==> src/hdl/soc_bus_pkg.sv <==
// ####################
// Peripheral bus package
// APB request and response structs, bus widths
// and the DMA engine state encoding
// ####################
package soc_bus_pkg;

	// Bus widths
	localparam int DATA_W = 32;
	localparam int ADDR_W = 16;
	localparam int STRB_W = DATA_W / 8;

	// Requester side of an APB transfer
	typedef struct packed {
		logic              psel;
		logic              penable;
		logic              pwrite;
		logic [ADDR_W-1:0] paddr;
		logic [DATA_W-1:0] pwdata;
		logic [STRB_W-1:0] pstrb;
	} apb_req_t;

	// Completer side, no error signalling on this bus
	typedef struct packed {
		logic              pready;
		logic [DATA_W-1:0] prdata;
	} apb_rsp_t;

	// DMA copy sequence, one read then one write per word
	typedef enum logic [1:0] {
		IDLE,
		READ,
		WRITE
	} dma_state_t;

endpackage

==> src/hdl/soc_map_pkg.sv <==
// ####################
// Peripheral map package
// Slot numbering, address decode, device table
// contents and interrupt source indices
// ####################
package soc_map_pkg;

	// Slot values match bits 15..12 of the byte address
	typedef enum logic [2:0] {
		SLOT_RAM     = 3'd0,
		SLOT_DEVTBL  = 3'd1,
		SLOT_GPIO    = 3'd2,
		SLOT_INTCTRL = 3'd3,
		SLOT_DMA     = 3'd4,
		SLOT_NONE    = 3'd5
	} slot_t;

	localparam int SLOT_COUNT      = 5;
	localparam int SLOT_BASE_SHIFT = 12;

	// Device table contents, indexed by slot
	localparam logic [31:0] MAP_SZ [SLOT_COUNT] = '{
		32'h1000, 32'h1000, 32'h1000, 32'h1000, 32'h1000
	};
	localparam logic [31:0] DEV_ID [SLOT_COUNT] = '{
		32'd1, 32'd7, 32'd6, 32'd3, 32'd2
	};
	localparam logic USE_INTR [SLOT_COUNT] = '{
		1'b0, 1'b0, 1'b1, 1'b0, 1'b1
	};

	// Interrupt sources
	localparam int INT_SRC_GPIO  = 0;
	localparam int INT_SRC_DMA   = 1;
	localparam int INT_SRC_COUNT = 2;

	localparam int GPIO_W    = 16;
	localparam int RAM_WORDS = 1024;

endpackage

==> src/hdl/dev_table.sv <==
// ####################
// Device table
// Read-only list of slot id, map size and
// interrupt use, four words per entry
// ####################
module dev_table (
	input  logic                  clk_2x_w,
	input  soc_bus_pkg::apb_req_t req_i,
	input  logic                  sel_i,
	output soc_bus_pkg::apb_rsp_t rsp_o
);
	import soc_bus_pkg::*;
	import soc_map_pkg::*;

	logic [SLOT_BASE_SHIFT-5:0] entry_w;
	logic [DATA_W-1:0]          word_w;
	logic [DATA_W-1:0]          rdata_r;

	assign entry_w = req_i.paddr[SLOT_BASE_SHIFT-1:4];

	// Entries past the last slot and the fourth word read zero
	always_comb begin
		word_w = '0;
		for (int i = 0; i < SLOT_COUNT; i++) begin
			if (int'(entry_w) == i) begin
				case (req_i.paddr[3:2])
					2'd0:    word_w = DEV_ID[i];
					2'd1:    word_w = MAP_SZ[i];
					2'd2:    word_w = {{(DATA_W-1){1'b0}}, USE_INTR[i]};
					default: word_w = '0;
				endcase
			end
		end
	end

	always_ff @(posedge clk_2x_w) begin
		if (sel_i && !req_i.penable) begin
			rdata_r <= word_w;
		end
	end

	assign rsp_o.pready = sel_i && req_i.penable;
	assign rsp_o.prdata = rdata_r;

endmodule

==> config.mk <==
export PLATFORM = sky130hd
export DESIGN_NAME = dev_table
export DESIGN_NICKNAME = d
export VERILOG_FILES = /design/src/hdl/soc_bus_pkg.sv /design/src/hdl/soc_map_pkg.sv /design/src/hdl/dev_table.sv
export SDC_FILE = /design/constraint.sdc
export NUM_CORES = 1
export LEC_CHECK = 0
export CAP_MARGIN = 5
export CORE_MARGIN = 4
export CORE_UTILIZATION = 35
export DETAILED_ROUTE_END_ITERATION = 8
export DONT_BUFFER_PORTS = 1
export PLACE_DENSITY = 0.6
export SLEW_MARGIN = 5
export SYNTH_ARGS = -nofsm -noshare
export SYNTH_HDL_FRONTEND = slang
export SYNTH_SLANG_ARGS = --single-unit
==> constraint.sdc <==
create_clock -name clk_2x_w -period 1.74 [get_ports clk_2x_w]
set_input_delay 0.348 -clock clk_2x_w [delete_from_list [all_inputs] [get_ports clk_2x_w]]
set_output_delay 0.348 -clock clk_2x_w [all_outputs]
set_load 0.005 [all_outputs]
; Yosys cells after proc, flatten, opt, wreduce, memory -nomap -nowiden
; Index checks and enable logic that the tools add are counted.
[totals]
wordCells = 22
output_inout_bits = 33
inputBits = 57
reg_bits = 32
[classes]
n_reduce_logical = 5
n_mux = 10
eq_ne = 6
[op_table]
columns = op, n
row1 = $mux 32, 4
row2 = $pmux 13 s2, 3
row3 = $pmux 13 s3, 2
row4 = $eq 8x3->1 const B, 2
row5 = $mux 13, 1
row6 = $eq 8x2->1 const B, 1
row7 = $eq 8x4->1 const B, 1
row8 = $logic_not 8->1, 1
row9 = $eq 2x1->1 const B, 1
row10 = $eq 2x2->1 const B, 1
row11 = $logic_and 1x1->1, 2
row12 = $logic_not 2->1, 1
row13 = $logic_not 1->1, 1

; Depth between registers and ports, before layout
; Gate-level depths: netlist of run 1.
[depth]
ltp_word = 7
ltp_mapped = 3
mapped_depth_nobuf = 3

; Worst setup path before layout of run 1
; Ideal clock, no wire load.
[synth_path]
path_kind = input to register
from = input port req_i[43] in the netlist's numbering
to = register rdata_r[1], data pin
arrival_time_ns = 1.440
path_buffers = 0
setup_slack_ns = 0.131
cell_stages = 3
setup_time_ns = 0.169
required_ns = 1.571
path_cell_list = or4_4 or3_4 nor4b_2
[synth_via]
elab_chain_cells = 6
word_cells_on_any_way = 10
cone_classes = eq/ne: 4 / mux: 5 / reduce/logical: 1
[synth_lines]
columns = element, line
row1 = "start, declared", dev_table.sv:8  ; input soc_bus_pkg::apb_req_t req_i,
row2 = $logic_not 8->1, dev_table.sv:25  ; if (int'(entry_w) == i) begin
row3 = $mux 13, dev_table.sv:25
row4 = $mux 32 (3 in a row), dev_table.sv:25
row5 = $mux 32 *, dev_table.sv:25
row6 = named net word_w[1], dev_table.sv:16  ; logic [DATA_W-1:0] word_w;
row7 = "end signal, assigned", dev_table.sv:38  ; rdata_r <= word_w;
row8 = "end, declared", dev_table.sv:17  ; logic [DATA_W-1:0] rdata_r;
; Mark *: on every way through the listed nets, which the timed path passes. The rest lies on a longest branch.
; A chain may end at the register's enable or synchronous reset.

; Worst setup path after layout of run 1
; Same ends and word-level chain as after synthesis.

==> impl_metrics.json, run 1 <==
{
  "status": "finished, final reports clean",
  "root_buffer": "clkbuf_4",
  "antenna_left": 0,
  "synth_area_leaders": "buf_4, edfxtp_1, nor2b_1, nor4b_2, nor4_2",
  "worst-endpoint-required_ns": 1.80,
  "clk_pin_slew_ns": 0.04,
  "vias_per_cell": 3.88,
  "cpMaxStageDelayCell": "or4_4",
  "yosysTopAreaCell": "buf_4",
  "first_pass_iters": 2,
  "fin_crit_ns": 1.41,
  "cp-startpoint": "req_i[43]",
  "yosysWarnings": 0,
  "die_h_um": 44.5,
  "chipWidth_um": 44.5,
  "synth_seq_area_share_pct": 25.8,
  "cp.depth": 3,
  "fin_crit_sh_pct": 81.2,
  "syn-cell-area_um2": 465,
  "slew_viol_final": 0,
  "cts_tree": "yes",
  "ys_types": 17,
  "place_congestion": 0.554,
  "crit_chain": "or4_4, or3_4, nor4b_2",
  "overflow": 0,
  "final-hold-violation-count": 0,
  "cts_resized": 0,
  "wire_per_inst_um": 10.3,
  "p_per_area_nw_per_um2": 645,
  "fin_setup_tns_ns": 0,
  "cpPeakStageDelay_ns": 0.51,
  "setup_viol": 0,
  "fin_nets": 111,
  "grt_pass1_wl_um": 814,
  "min_path_type": "input pin to flip-flop",
  "htreeDepth": 1,
  "diodes": 0,
  "crit_type": "input pin to flip-flop",
  "p_total_mw": 0.256,
  "cts_sinks": 4,
  "vdd_drop_max_uv": 131,
  "worstPathArrival_ns": 1.47,
  "antenna_found_initial": 0,
  "synth_seq_cells": 4,
  "top_register": "rdata_r",
  "worstPathMaxFanout": 3,
  "grt_max_degree": 7,
  "fmax_mhz": 708,
  "synth.top_cell.area_share_pct": 45.2,
  "place.detailed.hpwl_um": 612,
  "cp_top_family": "simple AND/OR/NAND/NOR gates",
  "area_growth_pct": -14.8,
  "hold_buffers": 0,
  "layout_common_cells": "conb_1, edfxtp_1, nor2b_1, clkbuf_4, nor3_1",
  "vias": 256,
  "clockBufferDepth": 2,
  "port_buffers": 0,
  "avgSynthCellArea_um2": 9.31,
  "final_common_cell": "conb_1",
  "power.leakage_nw": 0.170,
  "drive_gt1_share_pct": 13.5,
  "dieArea_um2": 1980,
  "crit_buf_inv": 0,
  "critPathCaptureType": "flip-flop",
  "post-cts-setup-buffer-count": 0,
  "top_regs": "rdata_r (4)",
  "rows": 12,
  "grtUsageTotal_pct": 6.26,
  "grt_setup_unrepaired": "no",
  "drt_iter0_markers": 3,
  "endpoint": "rdata_r[1]",
  "synthCells": 50,
  "cap_violations": 0,
  "cts_made_buffers": 3,
  "drcViolationCount": 0,
  "grt_pass1_vias": 209,
  "pin_count": 90,
  "core_area_um2": 1170,
  "start_util_pct": 39.7,
  "wirelength_um": 682,
  "worst_setup_path_start_kind": "input pin",
  "largest_reg_flops": 4
}
kinds of logic after synthesis:
family                    share of synthesized area [%]
and+or+nand+nor                                    19.9
other                                             0.806
DFF                                                25.8
buffers and inverters                              46.0
AOI/OAI and AO/OA                                  5.64
xor gates and xnor gates                           1.88
cell usage after synthesis:
cell type,instances
buf_4,28
edfxtp_1,4
nor2b_1,3
nor3_1,2
a211o_1,1
a21oi_1,1
and2_1,1
conb_1,1
inv_1,1
nand3b_1,1
nor4_2,1
nor4b_2,1
o211ai_1,1
o21ai_0,1
or3_4,1
or4_4,1
xnor2_1,1
metrics by stage:
stage                     instance area (um^2)  utilization, %  worst slack, ns  hold WS [ns]  instances
after floorplan                            567               -            0.131         0.538         77
after global placement                     374            31.9           0.0810         0.543         63
after detailed placement                   374            31.9           0.0728         0.543         63
after CTS                                  397            33.9            0.318         0.294         66
after global routing                       397            33.9            0.310         0.292         66
final                                      397            33.9            0.327         0.303         66
power breakdown:
| part | switching [mW] | total [mW] | internal (mW) |
|---|---|---|---|
| logic | 0.0216 | 0.0306 | 0.00899 |
| clock network | 0.0346 | 0.112 | 0.0769 |
| registers | 0.00216 | 0.114 | 0.111 |
area by class of cell:
cell class / count / area, um^2
fillers: 137 / 774
inverters: 1 / 3.75
well taps: 14 / 17.5
clock buffers: 3 / 22.5
multi-input cells: 44 / 233
flip-flops and latches: 4 / 120
worst min-delay path by stage:
stage / from / to / cells after the start
after floorplan: req_i[42] / rdata_r[2] / 1
after global placement: req_i[42] / rdata_r[2] / 1
after detailed placement: req_i[42] / rdata_r[2] / 1
after CTS: req_i[42] / rdata_r[2] / 1
after global routing: req_i[42] / rdata_r[2] / 1
final: req_i[42] / rdata_r[2] / 1
layer usage:
metal / global-route usage [%] / share of wire (%) / routed length (um) / vias to the layer above
li1: - / - / - / 116
met1: 4.78 / 25 / 170 / 111
met2: 9.46 / 54 / 371 / 29
met3: 3.25 / 21 / 140 / 0
met4: 9.04 / 0 / 0 / 0
met5: 0 / 0 / 0 / -
(Power assumes the default switching activity.)
==> run 2: changes to the inputs <==
--- a/config.mk
+++ b/config.mk
@@ -5,6 +5,7 @@
 export SDC_FILE = /design/constraint.sdc
 export NUM_CORES = 1
 export LEC_CHECK = 0
+export ABC_AREA = 1
 export CAP_MARGIN = 5
 export CORE_MARGIN = 4
 export CORE_UTILIZATION = 35
==> constraint.sdc (replaced) <==
create_clock -name clk_2x_w -period 1.3 [get_ports clk_2x_w]
set_input_delay 0.26 -clock clk_2x_w [delete_from_list [all_inputs] [get_ports clk_2x_w]]
set_output_delay 0.26 -clock clk_2x_w [all_outputs]
set_load 0.005 [all_outputs]
==> run 2 against run 1 <==
Against the previous run: via count increased by 60%; hold slack got worse by 0.031 ns; combinational power increased by 100%; largest cell class unchanged.
==> impl_metrics.json, run 2 <==
{
  "rows": 14,
  "worstPathMaxFanout": 1,
  "yosysWarnings": 0,
  "top_register": "rdata_r",
  "layout_common_cells": "conb_1, nand2_1, inv_1",
  "grtUsageTotal_pct": 8.01,
  "yosysTopAreaCell": "buf_4",
  "antenna_left": 0,
  "worst-endpoint-required_ns": 1.04,
  "setup_viol": 0,
  "fin_util_pct": 33.4,
  "vdd_drop_max_uv": 188,
  "synthCells": 87,
  "worstPathArrival_ns": 0.61,
  "fin_crit_sh_pct": 66.6,
  "final_common_cell": "conb_1",
  "largest_reg_flops": 4,
  "area_growth_pct": -11.4,
  "synth_area_leaders": "buf_4, edfxtp_1, nand2_1, inv_1, nor2_1",
  "hold-worst-slack_ns": 0.272,
  "final-hold-violation-count": 0,
  "min_path_type": "input pin to flip-flop",
  "hold_buffers": 0,
  "cts_resized": 0,
  "htreeDepth": 1,
  "p_total_mw": 0.364,
  "synth_seq_cells": 4,
  "avgSynthCellArea_um2": 6.67,
  "multi_input_area_um2": 303,
  "ys_types": 16,
  "diodes": 0,
  "drcViolationCount": 0,
  "yosys_most_used_dff": "edfxtp_1",
  "drive_gt1_share_pct": 13.5,
  "cts_sinks": 4,
  "start_util_pct": 37.7,
  "slew_viol_final": 0,
  "die_h_um": 48.7,
  "fin_nets": 148,
  "clockBufferDepth": 2,
  "antenna_found_initial": 0,
  "critPathCaptureType": "primary output",
  "worst_setup_path_start_kind": "flip-flop",
  "vias": 410,
  "fin_setup_tns_ns": 0,
  "synth_seq_area_share_pct": 20.7,
  "grt_max_degree": 6,
  "fin_crit_ns": 0.865,
  "crit_type": "flip-flop to primary output",
  "chipWidth_um": 48.7,
  "place_congestion": 0.675,
  "seqCellArea_um2": 120,
  "synthArstFlopShare_pct": 0,
  "core_area_um2": 1540,
  "vias_per_cell": 3.90,
  "fmax_mhz": 1160,
  "overflow": 0,
  "dieArea_um2": 2370,
  "power.leakage_nw": 0.291,
  "drt_iter0_markers": 2,
  "fillCellCount": 176,
  "post-cts-setup-buffer-count": 0,
  "top_regs": "rdata_r (4)",
  "clk_pin_slew_ns": 0.04,
  "synth-edff-count": 4,
  "wire_per_inst_um": 8.05,
  "synth_common_cells": "buf_4, nand2_1, inv_1",
  "port_buffers": 0,
  "grt_pass1_vias": 370,
  "synth.most_common_cell": "buf_4",
  "cts_made_buffers": 3,
  "status": "finished, final reports clean",
  "first_pass_iters": 4,
  "cap_violations": 0,
  "synth.top_cell.area_share_pct": 36.2,
  "place.detailed.hpwl_um": 758,
  "grt_pass1_wl_um": 1490,
  "wirelength_um": 845,
  "pin_count": 90,
  "p_per_area_nw_per_um2": 707,
  "cts_tree": "yes",
  "root_buffer": "clkbuf_4",
  "grt_setup_unrepaired": "no",
  "syn-cell-area_um2": 581
}
-- run 2: cells by family after synthesis --
group / synth area share, %
buffers and inverters: 44.6
flip-flops: 20.7
AO/OA/AOI/OAI: 3.23
other: 0.646
AND/OR/NAND/NOR: 30.8
-- run 2: path summary, 6_finish.rpt --
check | to | slack, ns | start | cells after the start
worst max-delay path | rsp_o[12] | 0.43 | rdata_r[12] | 0
worst min-delay path | rdata_r[12] | 0.27 | req_i[53] | 1
-- run 2: final cells by class --
cell class	instances	area share [%]
Clock buffer	3	4.38
Multi-Input combinational cell	69	58.9
Sequential cell	4	23.4
Tap cell	16	3.89
Inverter	13	9.49
-- run 2: metal layers --
| layer | GRT usage, % | vias up | share of wire, % |
|---|---|---|---|
| met5 | 0 | - | 0 |
| met4 | 5.38 | 0 | 1.5 |
| met3 | 3.07 | 2 | 15 |
| met2 | 13.0 | 30 | 51 |
| met1 | 8.43 | 169 | 32 |
| li1 | - | 209 | - |
-- run 2: power breakdown --
group | switching, mW | internal (mW)
clock network | 0.0475 | 0.103
logic | 0.0473 | 0.0139
registers | 0.00282 | 0.149
total | 0.0976 | 0.266
-- run 2: through the flow --
stage	instances	setup slack, ns	instance area, um^2
4_1_cts	105	0.427	514
2_1_floorplan	114	0.317	682
5_1_grt	105	0.413	514
3_3_place_gp	102	0.278	492
3_5_place_dp	102	0.258	492
6_report	105	0.435	514
==> run 3: changes to the inputs <==
==> constraint.sdc (replaced) <==
create_clock -name clk_2x_w -period 0.8 [get_ports clk_2x_w]
set_input_delay 0.16 -clock clk_2x_w [delete_from_list [all_inputs] [get_ports clk_2x_w]]
set_output_delay 0.16 -clock clk_2x_w [all_outputs]
set_load 0.005 [all_outputs]
==> run 3 against run 2 <==
Against the previous run: via count up 4.1%; core utilization is 2.4 points higher; clock power up 62%; largest cell class unchanged; global-route usage down 0.37 points; first-iteration DRC count unchanged; critical path depth stayed put; sequential power grew 62%; combinational power grew 80%; setup slack got worse by 0.40 ns; critical path type unchanged.
==> impl_metrics.json, run 3 (same netlist as run 2, synthesis figures left out) <==
{
  "die_h_um": 48.7,
  "p_per_area_nw_per_um2": 1090,
  "fin_crit_sh_pct": 95.7,
  "setup_viol": 0,
  "htreeDepth": 1,
  "dpl.cell_count": 105,
  "drt_iter0_markers": 2,
  "diodes": 0,
  "fmax_mhz": 1310,
  "fin_area_um2": 552,
  "grt_pass1_vias": 355,
  "worstPathMaxFanout": 1,
  "vdd_drop_max_uv": 273,
  "grt_setup_unrepaired": "no",
  "layout.cells.non_filler": 108,
  "place_area_um2": 529,
  "place_congestion": 0.718,
  "wirelength_um": 880,
  "power.internal_mw": 0.442,
  "crit_type": "flip-flop to primary output",
  "core_area_um2": 1540,
  "final-hold-violation-count": 0,
  "pin_count": 90,
  "slew_viol_final": 0,
  "start_util_pct": 37.7,
  "first_pass_iters": 4,
  "vias_per_cell": 3.95,
  "worst-endpoint-required_ns": 0.64,
  "fin_nets": 151,
  "top_regs": "rdata_r (4)",
  "combPwrFrac_pct": 18.3,
  "clk_pin_slew_ns": 0.04,
  "clkPwrFrac_pct": 40.7,
  "cts_sinks": 4,
  "cts_resized": 0,
  "final_common_cell": "conb_1",
  "area_growth_pct": -4.96,
  "hold_buffers": 0,
  "layout_common_cells": "conb_1, nand2_1, inv_1",
  "antenna_found_initial": 0,
  "drcViolationCount": 0,
  "status": "finished, final reports clean",
  "drive_gt1_share_pct": 18.5,
  "grtUsageTotal_pct": 7.64,
  "rows": 14,
  "netSwitchingPower_mw": 0.161,
  "power.leakage_nw": 0.305,
  "post-cts-setup-buffer-count": 0,
  "dieArea_um2": 2370,
  "cap_violations": 0,
  "grt_max_degree": 6,
  "swShare_pct": 26.7,
  "clockBufferDepth": 2,
  "root_buffer": "clkbuf_4",
  "p_total_mw": 0.603,
  "cts_made_buffers": 3,
  "port_buffers": 0,
  "largest_reg_flops": 4,
  "top_register": "rdata_r",
  "grt_pass1_wl_um": 1420,
  "vias": 427,
  "cts_tree": "yes",
  "fin_crit_ns": 0.765,
  "seq_power_share_pct": 41.0,
  "antenna_left": 0,
  "worstPathArrival_ns": 0.61,
  "min_path_type": "input pin to flip-flop",
  "wire_per_inst_um": 8.15,
  "place.detailed.hpwl_um": 789,
  "chipWidth_um": 48.7,
  "overflow": 0,
  "critPathCaptureType": "primary output",
  "worst_setup_path_start_kind": "flip-flop"
}
## run 3: layout make-up
type,instances,area (um^2)
Fill cell,168,990
Clock buffer,3,22.5
Tap cell,16,20.0
Sequential cell,4,120
Inverter,13,48.8
Timing Repair Buffer,3,22.5
Multi-Input combinational cell,69,318
## run 3: metal layers
layer,vias up,track usage [%],share of wire [%]
met5,-,0,0
met3,4,3.07,15
li1,215,-,-
met4,0,5.38,2.2
met1,176,7.13,32
met2,32,13.3,51
## run 3: path summary, 6_finish.rpt
kind       start     endpoint  slack [ns]  cells after the start
max   rdata_r[1]     rsp_o[1]        0.03                      0
min    req_i[53]  rdata_r[12]        0.17                      1
## run 3: power by group through the flow
stage	clock [mW]	sequential, mW	combinational [mW]
floorplan	0	0.249	0.191
global placement	0	0.250	0.106
detailed placement	0	0.250	0.107
CTS	0.256	0.247	0.107
global route	0.275	0.248	0.130
finish	0.245	0.247	0.110
## run 3: stage by stage
step / setup slack (ns) / hold WS [ns] / utilization (%) / setup TNS [ns]
2_1_floorplan: 0.000925 / 0.392 / - / 0
3_3_place_gp: -0.0538 / 0.397 / 34.3 / -0.0604
3_5_place_dp: -0.0814 / 0.398 / 34.3 / -0.0958
4_1_cts: 0.0247 / 0.166 / 35.8 / 0
5_1_grt: 0.000426 / 0.166 / 35.8 / 0
6_report: 0.0346 / 0.172 / 35.8 / 0
